<file path="config.mk">
export PLATFORM = sky130hd
export DESIGN_NAME = tournamentPredictor
export DESIGN_NICKNAME = d
export VERILOG_FILES = /design/src/bpPkg.sv /design/src/phtRam.sv /design/src/gshareTable.sv /design/src/bimodalTable.sv /design/src/choiceTable.sv /design/src/predictorControl.sv /design/src/tournamentPredictor.sv
export VERILOG_INCLUDE_DIRS = /design/src
export SDC_FILE = /design/constraint.sdc
export NUM_CORES = 1
export LEC_CHECK = 0
export ABC_AREA = 1
export BUFFER_PORTS_ARGS = -buffer_cell sky130_fd_sc_hd__buf_2
export CAP_MARGIN = 0
export CORE_ASPECT_RATIO = 0.6
export CORE_MARGIN = 2
export CORE_UTILIZATION = 55
export DETAILED_ROUTE_END_ITERATION = 10
export GPL_TIMING_DRIVEN = 0
export MAX_ROUTING_LAYER = met4
export PLACE_DENSITY_LB_ADDON = 0.3
export SKIP_LAST_GASP = 1
export SLEW_MARGIN = 20
export SYNTH_ARGS = -nofsm -noshare
export SYNTH_HDL_FRONTEND = slang
export SYNTH_SLANG_ARGS = --single-unit
</file>
<file path="constraint.sdc">
create_clock -name clk -period 3.8 [get_ports clk]
set_clock_uncertainty 0.2 [all_clocks]
set_input_delay 0.38 -clock clk [delete_from_list [all_inputs] [get_ports clk]]
set_output_delay 0.38 -clock clk [all_outputs]
set_load 0.02 [all_outputs]
</file>
<file path="src/branchPred_defines.svh">
/*
  Sizing macros for the tournament branch predictor.
  Include this header in any file that needs the index or PC width.
*/

`ifndef BRANCH_PRED_DEFINES_SVH
`define BRANCH_PRED_DEFINES_SVH

// width of every table index and of the global history
// 64 entries per table, PC bits [7:2] feed each index
`define BP_INDEX_BITS 6

// program counter width
`define BP_PC_BITS 32

`endif

</file>
<file path="src/bpPkg.sv">
/*
  Shared types for the tournament predictor.
  Holds the 2-bit counter encoding, the per-cycle table operation
  and the saturating counter step used by all three tables.
*/
`default_nettype none

package bpPkg;

  // upper bit is the predicted direction (or "use gshare" in the chooser)
  typedef enum logic [1:0] {
    strongNotTaken = 2'b00,
    weakNotTaken   = 2'b01,
    weakTaken      = 2'b10,
    strongTaken    = 2'b11
  } counterState;

  // operation broadcast by the control to every table each cycle
  typedef enum logic [1:0] {
    opIdle     = 2'b00,
    opPredict  = 2'b01,
    opUpdRead  = 2'b10,
    opUpdWrite = 2'b11
  } tableOp;

  // saturating step, up when taken, down when not
  function automatic counterState satUpdate(counterState cur, logic taken);
    counterState nxt;
    nxt = cur;
    if (taken && cur != strongTaken) nxt = counterState'(cur + 2'd1);
    else if (!taken && cur != strongNotTaken) nxt = counterState'(cur - 2'd1);
    return nxt;
  endfunction

endpackage

`default_nettype wire

</file>
<file path="src/phtRam.sv">
/*
  Pattern history array of 2-bit counters.
  One combinational read port and one clocked write port. A read of the
  entry being written returns the new value in the same cycle.
*/
`include "branchPred_defines.svh"
`default_nettype none

module phtRam (
  input  logic                       clk,
  input  logic                       arstN,
  input  logic [`BP_INDEX_BITS-1:0]  readIndex,
  input  logic                       writeEnable,
  input  logic [`BP_INDEX_BITS-1:0]  writeIndex,
  input  bpPkg::counterState         writeData,
  output bpPkg::counterState         readData
);

  localparam int Entries = 1 << `BP_INDEX_BITS;

  bpPkg::counterState mem [Entries];

  ////////////////////////////////////////////////////////////
  // storage
  ////////////////////////////////////////////////////////////

  // every counter starts weakly not taken
  always_ff @(posedge clk or negedge arstN) begin
    if (!arstN) begin
      for (int i = 0; i < Entries; i++) begin
        mem[i] <= bpPkg::weakNotTaken;
      end
    end else if (writeEnable) begin
      mem[writeIndex] <= writeData;
    end
  end

  // read-during-write bypass so the new counter is seen at once
  assign readData = (writeEnable && writeIndex == readIndex) ? writeData : mem[readIndex];

  // the write side must always carry a real counter value
  writeDataKnown: assert property (@(posedge clk) disable iff (!arstN)
    writeEnable |-> !$isunknown(writeData));

endmodule

`default_nettype wire

</file>
<file path="src/gshareTable.sv">
/*
  Gshare component: counters indexed by PC xor global history.
  Owns the speculative GHR, shifting on accepted predictions and
  restoring from the core's snapshot on a mispredicted update.
*/
`include "branchPred_defines.svh"
`default_nettype none

module gshareTable (
  input  logic                       clk,
  input  logic                       arstN,
  input  bpPkg::tableOp              op,
  input  logic [`BP_PC_BITS-1:0]     lookupPc,
  input  logic [`BP_PC_BITS-1:0]     updPc,
  input  logic                       updTaken,
  input  logic                       updMispredict,
  input  logic [`BP_INDEX_BITS-1:0]  updGhr,
  input  logic                       predAccept,
  input  logic                       finalTaken,
  output logic [`BP_INDEX_BITS-1:0]  ghr,
  output logic                       predTaken,
  output logic                       updPredTaken
);

  logic [`BP_INDEX_BITS-1:0] histSel;
  logic [`BP_INDEX_BITS-1:0] readIndex;
  logic [`BP_INDEX_BITS-1:0] updIndex;
  logic [`BP_INDEX_BITS-1:0] indexQ;
  bpPkg::counterState        readData;
  bpPkg::counterState        counterQ;
  logic                      takenQ;

  ////////////////////////////////////////////////////////////
  // indexing
  ////////////////////////////////////////////////////////////

  // an update re-reads with the history the branch was predicted under
  assign histSel   = (op == bpPkg::opUpdRead) ? updGhr : ghr;
  assign readIndex = histSel ^ lookupPc[`BP_INDEX_BITS+1:2];
  assign updIndex  = updGhr ^ updPc[`BP_INDEX_BITS+1:2];

  phtRam pht (
    .clk(clk), .arstN(arstN), .readIndex(readIndex),
    .writeEnable(op == bpPkg::opUpdWrite), .writeIndex(indexQ),
    .writeData(bpPkg::satUpdate(counterQ, takenQ)), .readData(readData)
  );

  assign predTaken    = readData[1];
  // direction this table would have given, for chooser training
  assign updPredTaken = counterQ[1];

  // hold the counter, index and outcome for the write cycle
  always_ff @(posedge clk) begin
    if (op == bpPkg::opUpdRead) begin
      counterQ <= readData;
      indexQ   <= updIndex;
      takenQ   <= updTaken;
    end
  end

  ////////////////////////////////////////////////////////////
  // speculative history
  ////////////////////////////////////////////////////////////

  // newest outcome enters at bit 0, oldest falls off the top
  always_ff @(posedge clk or negedge arstN) begin
    if (!arstN) begin
      ghr <= '0;
    end else if (op == bpPkg::opUpdRead && updMispredict) begin
      ghr <= {updGhr[`BP_INDEX_BITS-2:0], updTaken};
    end else if (predAccept) begin
      ghr <= {ghr[`BP_INDEX_BITS-2:0], finalTaken};
    end
  end

  // control must never accept a prediction alongside an update read
  noPredDuringUpd: assert property (@(posedge clk) disable iff (!arstN)
    !(predAccept && op == bpPkg::opUpdRead));

endmodule

`default_nettype wire

</file>
<file path="src/bimodalTable.sv">
/*
  Bimodal component: counters indexed by PC bits alone.
  Reads combinationally for predictions, trains over the two-cycle
  update sequence driven by the control.
*/
`include "branchPred_defines.svh"
`default_nettype none

module bimodalTable (
  input  logic                    clk,
  input  logic                    arstN,
  input  bpPkg::tableOp           op,
  input  logic [`BP_PC_BITS-1:0]  lookupPc,
  input  logic [`BP_PC_BITS-1:0]  updPc,
  input  logic                    updTaken,
  output logic                    predTaken,
  output logic                    updPredTaken
);

  logic [`BP_INDEX_BITS-1:0] indexQ;
  bpPkg::counterState        readData;
  bpPkg::counterState        counterQ;
  logic                      takenQ;

  // lookupPc already carries updPc during an update read
  phtRam pht (
    .clk(clk), .arstN(arstN), .readIndex(lookupPc[`BP_INDEX_BITS+1:2]),
    .writeEnable(op == bpPkg::opUpdWrite), .writeIndex(indexQ),
    .writeData(bpPkg::satUpdate(counterQ, takenQ)), .readData(readData)
  );

  assign predTaken    = readData[1];
  assign updPredTaken = counterQ[1];

  // capture for the write cycle
  always_ff @(posedge clk) begin
    if (op == bpPkg::opUpdRead) begin
      counterQ <= readData;
      indexQ   <= updPc[`BP_INDEX_BITS+1:2];
      takenQ   <= updTaken;
    end
  end

endmodule

`default_nettype wire

</file>
<file path="src/choiceTable.sv">
/*
  Chooser for the tournament predictor.
  A PC-indexed counter picks gshare (upper bit set) or bimodal per branch.
  Trains only when the two components disagreed on the resolved branch.
*/
`include "branchPred_defines.svh"
`default_nettype none

module choiceTable (
  input  logic                    clk,
  input  logic                    arstN,
  input  bpPkg::tableOp           op,
  input  logic [`BP_PC_BITS-1:0]  lookupPc,
  input  logic [`BP_PC_BITS-1:0]  updPc,
  input  logic                    updTaken,
  input  logic                    gsharePredTaken,
  input  logic                    bimodalPredTaken,
  input  logic                    gshareUpdTaken,
  input  logic                    bimodalUpdTaken,
  output logic                    finalTaken
);

  logic [`BP_INDEX_BITS-1:0] indexQ;
  bpPkg::counterState        readData;
  bpPkg::counterState        counterQ;
  logic                      takenQ;
  logic                      disagree;
  logic                      gshareRight;

  ////////////////////////////////////////////////////////////
  // selection
  ////////////////////////////////////////////////////////////

  phtRam pht (
    .clk(clk), .arstN(arstN), .readIndex(lookupPc[`BP_INDEX_BITS+1:2]),
    .writeEnable(op == bpPkg::opUpdWrite && disagree), .writeIndex(indexQ),
    .writeData(bpPkg::satUpdate(counterQ, gshareRight)), .readData(readData)
  );

  assign finalTaken = readData[1] ? gsharePredTaken : bimodalPredTaken;

  ////////////////////////////////////////////////////////////
  // training
  ////////////////////////////////////////////////////////////

  // component bits arrive registered from the update read
  assign disagree    = gshareUpdTaken != bimodalUpdTaken;
  // step toward gshare when it got it right, else toward bimodal
  assign gshareRight = gshareUpdTaken == takenQ;

  always_ff @(posedge clk) begin
    if (op == bpPkg::opUpdRead) begin
      counterQ <= readData;
      indexQ   <= updPc[`BP_INDEX_BITS+1:2];
      takenQ   <= updTaken;
    end
  end

endmodule

`default_nettype wire

</file>
<file path="src/predictorControl.sv">
/*
  Sequencing and handshakes for the predictor.
  Arbitrates predictions against updates (updates win), runs the
  two-cycle update, and holds the registered prediction response.
*/
`include "branchPred_defines.svh"
`default_nettype none

module predictorControl (
  input  logic                       clk,
  input  logic                       arstN,
  input  logic                       predValid,
  input  logic [`BP_PC_BITS-1:0]     predPc,
  input  logic                       respReady,
  input  logic                       updValid,
  input  logic [`BP_PC_BITS-1:0]     updPc,
  input  logic                       finalTaken,
  input  logic [`BP_INDEX_BITS-1:0]  ghr,
  output logic                       predReady,
  output logic                       respValid,
  output logic                       respTaken,
  output logic [`BP_INDEX_BITS-1:0]  respGhr,
  output logic                       updReady,
  output bpPkg::tableOp              op,
  output logic [`BP_PC_BITS-1:0]     lookupPc,
  output logic                       predAccept,
  output logic                       updAccept
);

  bpPkg::tableOp stateQ;
  logic          inWrite;
  logic          respHeld;

  ////////////////////////////////////////////////////////////
  // arbitration
  ////////////////////////////////////////////////////////////

  assign inWrite  = stateQ == bpPkg::opUpdWrite;
  assign respHeld = respValid && !respReady;

  assign updReady   = !inWrite;
  assign updAccept  = updValid && updReady;
  // a pending update always blocks the prediction side
  assign predReady  = !updValid && !inWrite && !respHeld;
  assign predAccept = predValid && predReady;

  always_comb begin
    if (inWrite) op = bpPkg::opUpdWrite;
    else if (updAccept) op = bpPkg::opUpdRead;
    else if (predAccept) op = bpPkg::opPredict;
    else op = bpPkg::opIdle;
  end

  assign lookupPc = updValid ? updPc : predPc;

  // one write cycle follows every accepted update
  always_ff @(posedge clk or negedge arstN) begin
    if (!arstN) stateQ <= bpPkg::opIdle;
    else stateQ <= updAccept ? bpPkg::opUpdWrite : bpPkg::opIdle;
  end

  ////////////////////////////////////////////////////////////
  // response register
  ////////////////////////////////////////////////////////////

  always_ff @(posedge clk or negedge arstN) begin
    if (!arstN) begin
      respValid <= 1'b0;
    end else if (predAccept) begin
      respValid <= 1'b1;
    end else if (respReady) begin
      respValid <= 1'b0;
    end
  end

  // snapshot is the history before this prediction's shift
  always_ff @(posedge clk) begin
    if (predAccept) begin
      respTaken <= finalTaken;
      respGhr   <= ghr;
    end
  end

  respStable: assert property (@(posedge clk) disable iff (!arstN)
    respHeld |=> $stable(respTaken) && $stable(respGhr));

  writeBlocksUpd: assert property (@(posedge clk) disable iff (!arstN)
    updAccept |=> !updReady);

endmodule

`default_nettype wire

</file>
<file path="src/tournamentPredictor.sv">
/*
  Top level of the tournament direction predictor.
  Ties the control to the gshare, bimodal and chooser tables.
  Drive predPc with predValid, collect respTaken/respGhr, send resolved
  branches back on the upd* port with the returned history snapshot.
*/
`include "branchPred_defines.svh"
`default_nettype none

module tournamentPredictor (
  input  logic                       clk,
  input  logic                       arstN,
  input  logic                       predValid,
  output logic                       predReady,
  input  logic [`BP_PC_BITS-1:0]     predPc,
  output logic                       respValid,
  input  logic                       respReady,
  output logic                       respTaken,
  output logic [`BP_INDEX_BITS-1:0]  respGhr,
  input  logic                       updValid,
  output logic                       updReady,
  input  logic [`BP_PC_BITS-1:0]     updPc,
  input  logic                       updTaken,
  input  logic                       updMispredict,
  input  logic [`BP_INDEX_BITS-1:0]  updGhr
);

  bpPkg::tableOp             op;
  logic [`BP_PC_BITS-1:0]    lookupPc;
  logic [`BP_INDEX_BITS-1:0] ghr;
  logic                      predAccept;
  logic                      gsharePredTaken, bimodalPredTaken;
  logic                      gshareUpdTaken, bimodalUpdTaken;
  logic                      finalTaken;

  ////////////////////////////////////////////////////////////
  // control and components
  ////////////////////////////////////////////////////////////

  predictorControl ctrl (
    .clk(clk), .arstN(arstN), .predValid(predValid), .predPc(predPc),
    .respReady(respReady), .updValid(updValid), .updPc(updPc),
    .finalTaken(finalTaken), .ghr(ghr), .predReady(predReady),
    .respValid(respValid), .respTaken(respTaken), .respGhr(respGhr),
    .updReady(updReady), .op(op), .lookupPc(lookupPc),
    .predAccept(predAccept), .updAccept()
  );

  gshareTable gshare (
    .clk(clk), .arstN(arstN), .op(op), .lookupPc(lookupPc), .updPc(updPc),
    .updTaken(updTaken), .updMispredict(updMispredict), .updGhr(updGhr),
    .predAccept(predAccept), .finalTaken(finalTaken), .ghr(ghr),
    .predTaken(gsharePredTaken), .updPredTaken(gshareUpdTaken)
  );

  bimodalTable bimodal (
    .clk(clk), .arstN(arstN), .op(op), .lookupPc(lookupPc), .updPc(updPc),
    .updTaken(updTaken), .predTaken(bimodalPredTaken),
    .updPredTaken(bimodalUpdTaken)
  );

  // chooser picks the final direction, which also feeds the GHR shift
  choiceTable chooser (
    .clk(clk), .arstN(arstN), .op(op), .lookupPc(lookupPc), .updPc(updPc),
    .updTaken(updTaken), .gsharePredTaken(gsharePredTaken),
    .bimodalPredTaken(bimodalPredTaken), .gshareUpdTaken(gshareUpdTaken),
    .bimodalUpdTaken(bimodalUpdTaken), .finalTaken(finalTaken)
  );

endmodule

`default_nettype wire

</file>
; ---- Yosys cells after proc, flatten, opt, wreduce, memory -nomap -nowiden
; Cells that the tools add are included.
[word_totals]
wordCells = 296
out_inout_bits = 10
input_bits = 77
regBits = 419
[op_classes]
muxes = 36
n_eq_ne = 10
n_lt_le_gt_ge = 6
n_bitwise = 6
addsub = 6
n_reduce_logical = 29
[op_table]
columns = op, n
row1 = 128-bit bitwise mux, 3
row2 = 2-bit two-way mux, 20
row3 = 2-bit binary-select mux with 6-bit select, 3
row4 = 7-bit >= comparator (second input constant), 4
row5 = 6-bit inverter with 7-bit output, 4
row6 = 2-bit demux with 6-bit select, 2
row7 = 1-bit logical AND, 18
row8 = 6-bit two-way mux, 3
row9 = 7-bit by 1-bit less-than comparator with 1-bit output (second input constant), 2
row10 = 6-bit == test, 2
row11 = 6-bit XOR, 2
row12 = 2-bit nonzero test, 5
row13 = 8-bit two-way mux, 1
row14 = 2-bit by 1-bit adder with 2-bit output (second input constant), 3
row15 = 2-bit == test (second input constant), 3
row16 = 1-bit logical NOT, 6
row17 = 2-bit inequality test (second input constant), 3
row18 = 2-bit by 1-bit subtractor with 2-bit output (second input constant), 3
row19 = 1-bit two-way mux, 4
row20 = 1-bit == test, 1
row21 = 1-bit inequality test, 1

; ---- Depth between registers and ports, before layout
[logic_depth]
word_depth = 19
mapped_depth = 19
ltp_nobuf = 18

; ---- By module
; A second synthesis with hierarchy kept.
[hier_totals]
hier_cells = 2763
area_unflattened_um2 = 21936.0
[by_module_without_submodules]
columns = module, n_inst, cells_per_inst, area_per_inst_um2
row1 = phtRam, 3, 818, 6473.7
row2 = gshareTable, 1, 118, 939.7
row3 = predictorControl, 1, 125, 793.3
row4 = choiceTable, 1, 36, 412.9
row5 = bimodalTable, 1, 30, 369.1

; ---- Least setup slack after synthesis
; No wires, ideal clock.
[synth_timing]
path_type = reg2reg
startpoint = reg ctrl.stateQ[0]
endpoint = reg ctrl.respTaken, data pin
setup_ns = 0.255
path_stages_with_launch = 15
arrival_ns = 2.390
period_less_slack_ns = 2.845
path_slack_ns = 0.955
n_path_buf = 2
cell_sequence = dfrtp_1 buf_6 inv_6 nand2_2 buf_6 inv_1 nand2_1 nand3_1 nand2_2 xor2_1 nor4_4 nand3_1 nand2_1 nand3_1 and2_1
[synth_between]
word_cells_on_any_way = 26
cone_classes = eq/ne (4) / mux (11) / bitwise (2) / reduce/logical (9)
[synth_rtl]
columns = item, line_no
row1 = from (decl), predictorControl.sv:30  ; bpPkg::tableOp stateQ;
row2 = from (signal assigned), predictorControl.sv:58  ; if (!arstN) stateQ <= bpPkg::opIdle;
row3 = from (signal assigned), predictorControl.sv:59  ; else stateQ <= updAccept ? bpPkg::opUpdWrite : bpPkg::opIdle;
row4 = 2-bit == test (*), predictorControl.sv:38  ; assign inWrite = stateQ == bpPkg::opUpdWrite;
row5 = 1-bit logical NOT (*), predictorControl.sv:41  ; assign updReady = !inWrite;
row6 = 1-bit logical AND (*), predictorControl.sv:42  ; assign updAccept = updValid && updReady;
row7 = named net ctrl.updAccept, predictorControl.sv:27  ; output logic updAccept
row8 = 2-bit two-way mux (*), predictorControl.sv:49  ; else if (updAccept) op = bpPkg::opUpdRead;
row9 = 2-bit two-way mux (*), predictorControl.sv:48  ; if (inWrite) op = bpPkg::opUpdWrite;
row10 = 2-bit == test, gshareTable.sv:38  ; assign histSel = (op == bpPkg::opUpdRead) ? updGhr : ghr;
row11 = 6-bit two-way mux, gshareTable.sv:38
row12 = 6-bit XOR, gshareTable.sv:39  ; assign readIndex = histSel ^ lookupPc[`BP_INDEX_BITS+1:2];
row13 = 6-bit inverter with 7-bit output (implied by the code), phtRam.sv:39  ; assign readData = (writeEnable && writeIndex == readIndex) ? writeData : mem[readIndex];
row14 = 2-bit binary-select mux with 6-bit select, phtRam.sv:39
row15 = 2-bit two-way mux (implied by the code) (2 in series), phtRam.sv:39
row16 = 2-bit two-way mux, phtRam.sv:39
row17 = 1-bit two-way mux (*), choiceTable.sv:40  ; assign finalTaken = readData[1] ? gsharePredTaken : bimodalPredTaken;
row18 = named net chooser.finalTaken, choiceTable.sv:20  ; output logic finalTaken
row19 = to (signal assigned), predictorControl.sv:79  ; respTaken <= finalTaken;
row20 = to (decl), predictorControl.sv:21  ; output logic respTaken,
; Mark *: on every way through the listed nets, which the timed path passes. The rest lies on a longest branch. The select of a mux whose other input is x is not followed.
; A chain may end at the register's enable or synchronous reset.

; ---- Worst setup path in the final report
[layout_timing]
startpoint = in updPc[2]
endpoint = reg gshare.counterQ[0], data pin
[layout_between]
elab_chain_len = 7
word_cells_on_any_way = 9
cone_classes = eq/ne (1) / mux (5) / bitwise (2) / reduce/logical (1)
[layout_rtl]
columns = item, line_no
row1 = from (decl), tournamentPredictor.sv:22  ; input logic [`BP_PC_BITS-1:0] updPc,
row2 = 8-bit two-way mux (*), predictorControl.sv:54  ; assign lookupPc = updValid ? updPc : predPc;
row3 = 6-bit XOR (*), gshareTable.sv:39
row4 = 6-bit inverter with 7-bit output (implied by the code), phtRam.sv:39
row5 = 2-bit binary-select mux with 6-bit select, phtRam.sv:39
row6 = 2-bit two-way mux (implied by the code) (2 in series), phtRam.sv:39
row7 = 2-bit two-way mux (*), phtRam.sv:39
row8 = named net gshare.pht.readData[0], phtRam.sv:16  ; output bpPkg::counterState readData
row9 = to (signal assigned), gshareTable.sv:55  ; counterQ <= readData;
row10 = to (decl), gshareTable.sv:30  ; bpPkg::counterState counterQ;
; Marked as above.

==> results.cfg <==
[run_status]
status = finished, final reports clean

[logic_synthesis]
syn_avg_cell_area_um2 = 8.04
synth-edff-count = 26
synth_nets = 2660
synth_largest_area_cell = dfstp_2
synth_warnings = 0
synth_ff_type = dfrtp_1
synth_top_area_share_pct = 24.3
syn-instance-count = 2577
synth.ff_latch_count = 418
yosysUniqueCellTypes = 44
syn_area_um2 = 20700
ys_top_cells_by_area = dfstp_2 24%, dfrtp_1 24%, nand2_1 12%, o21ai_0 11%, nand3_1 5.1%
async_flop_share_pct = 93.8
seq_area_frac_synth_pct = 52.3

[worst_hold_path]
holdPathEnd = gshare.ghr[3]
min_path_type = in2reg
min_path_cells = 3
min_from = updGhr[2]

[global_route]
grt_max_degree = 99
track_usage_pct = 43.7
antenna_found_initial = 1
grt_pass1_vias = 18321
overflow = 0
grt_pass1_wl_um = 120000

[floorplan]
fp.dieH_um = 154
io_pins = 87
dieArea_um2 = 39300
num_rows = 55
core_area_um2 = 37400
start_util_pct = 55.4
die_w_um = 255

[pwr]
switchingPower_w = 0.00472
p_per_area_nw_per_um2 = 576
p_sw_share_pct = 35.2
pwr-share-comb_pct = 24.3
vdd_drop_max_v = 0.000474
p_leak_nw = 9.59
power_frac_clock_pct = 32.7
sequentialPowerShare_pct = 43.1
power.internal_w = 0.00870

[cts]
tritoncts = yes
clk_latency_ps = 580
cts_made_buffers = 41
ctsLongestPathBuffers = 3
path_clk_slew_ps = 70
postCtsSetupBuffers = 0
htreeDepth = 2
cts-root-buf = clkbuf_16
cts.sinks = 418

[critical_path]
r2r-end = gshare.counterQ[0]
start_kind = input pin
worstPathMaxFanout = 10
critPathRequiredTime_ps = 3920
worstSetupStartpoint = updPc[2]
cp-end-kind = register
crit_type = in2reg
r2r_slack_ps = 50
worst-r2r-cell-count = 15
r2r_start = ctrl.stateQ[0]
cp_data_arrival_time_ps = 3890

[detailed_routing]
ant_nets = 0
post_drt_wl_per_cell_um = 25.8
drc = 0
drt-initial-drc-count = 3346
finalWirelength_um = 83200
vias = 20236
via_per_inst = 6.28
first_pass_iters = 6

[place]
port_buffers = 34
dp_hpwl_um = 61500
globalplace.congestion = 1.11
place_area_um2 = 21700

[sta]
fin_tns_setup_ps = 0
fin_crit_ps = 3770
finalSetupViolCount = 0
rsz0062_at_grt = yes
max_clock_freq_mhz = 265
finalMaxSlewViolations = 0
worst_slew_pin_slew_ps = 1200
hold_violations = 0
relSlewSlack_pct = 20.1
timing.final.crit_share_pct = 99.2

[job]
drv_cap = 0

[finish]
layout_commonest_cell = nand2_1
n_fill_cell = 3377
nets = 2758
final_area_um2 = 23300
syn2layout_area_growth_pct = 12.4
layout-drive-gt1-share_pct = 15.0
mostFrequentLayoutCells = 665 x nand2_1, 454 x o21ai_0, 268 x nor2_1, 212 x nand3_1, 200 x dfrtp_1
[per-layer routing]
metal  part of all wire, %  track usage [%]  routed length, um
met2                    35             49.7              29200
met4                   2.8             10.7               2300
met3                    19             22.1              15500
met5                     0                -                  0
met1                    44             66.1              36200
[registers in the layout, indices dropped and copies added, names as in the netlist, 2 cells and up]
register and flops:
bimodal.counterQ 2, bimodal.indexQ 6, bimodal.pht.mem 128, chooser.counterQ 2, chooser.pht.mem 128, ctrl.respGhr 6
gshare.counterQ 2, gshare.ghr 6, gshare.indexQ 6, gshare.pht.mem 128
[timing repair]
item	CTS	global route
endpoints found under the setup margin	3	5
cloned	0	1
hold endpoints to repair	70	0
hold buffers	14	0
resized for setup	2	14
[synthesized netlist by cell type, types with 11 or more instances]
| cell | n |
|---|---|
| nand2_1 | 665 |
| o21ai_0 | 454 |
| nand3_1 | 212 |
| nor3_1 | 28 |
| xor2_1 | 11 |
| dfrtp_1 | 200 |
| dfstp_2 | 192 |
| buf_4 | 11 |
| o22ai_1 | 26 |
| o221ai_1 | 20 |
| o211ai_1 | 33 |
| edfxtp_1 | 26 |
| a21oi_1 | 73 |
| buf_2 | 35 |
| inv_1 | 184 |
| nor2_1 | 268 |
| clkbuf_1 | 64 |
[through the flow]
stage / setup slack [ps] / hold WS, ps / total power [W] / std cells / utilization (%)
final: 29.6 / 20.4 / 0.0134 / 3224 / 62.3
after global routing: -8.80 / 24.2 / 0.0138 / 3222 / 62.2
after CTS: 78.6 / 16.3 / 0.0132 / 3222 / 62.2
after detailed placement: -203 / 144 / 0.00886 / 3132 / 58.0
after global placement: -5410 / 229 / 0.00877 / 3124 / 57.5
after floorplan: 955 / -116 / 0.00750 / 2577 / -
[layout make-up]
class	count	area, um2	share of cell area (%)
diodes	3	7.51	0.0322
multi-input cells	1846	8630	37.0
well taps	513	642	2.75
plain buffers	119	587	2.52
clock inverters	19	206	0.886
flip-flops and latches	418	10800	46.5
repair buffers	56	459	1.97
repair inverters	1	5.00	0.0215
clock buffers	57	1200	5.14
inverters	192	737	3.16
[power by group through the flow]
stage | registers, W | logic [W] | clock network, W
2_1_floorplan | 0.00569 | 0.00182 | 0
3_3_place_gp | 0.00580 | 0.00297 | 0
3_5_place_dp | 0.00582 | 0.00304 | 0
4_1_cts | 0.00576 | 0.00307 | 0.00436
5_1_grt | 0.00584 | 0.00346 | 0.00454
6_report | 0.00578 | 0.00326 | 0.00439
[worst max-delay path by stage]
stage | endpoint | slack [ps] | cells past startpoint
floorplan | ctrl.respTaken | 960 | 14
global placement | gshare.pht.mem[45] | -5410 | 1
detailed placement | ctrl.respTaken | -200 | 18
CTS | ctrl.respTaken | 80 | 18
global route | gshare.counterQ[0] | -9 | 17
finish | gshare.counterQ[0] | 30 | 15
[worst max-delay path: stages]
cell and delay (ps):
dlygate4sd3_1 590, buf_2 170, nand2_1 60, nand2_1 130, nand3_1 290, nand2_2 310, clkbuf_1 470, o21ai_0 760
o22ai_1 160, o211ai_1 190, nand2_1 70, nand2_1 60, nand3_1 90, nand3_1 80, nand2_1 60
[cells by family after synthesis]
group / Yosys count / synth area share, %
multiplexers: 1 / 0.0483
AND/OR/NAND/NOR: 1202 / 23.8
flip-flops: 418 / 52.3
adder cells (fa/ha/maj): 6 / 0.362
XOR/XNOR: 17 / 1.01
buffers and inverters: 313 / 6.36
AO/OA/AOI/OAI: 620 / 16.2
(Power assumes the default switching activity.)
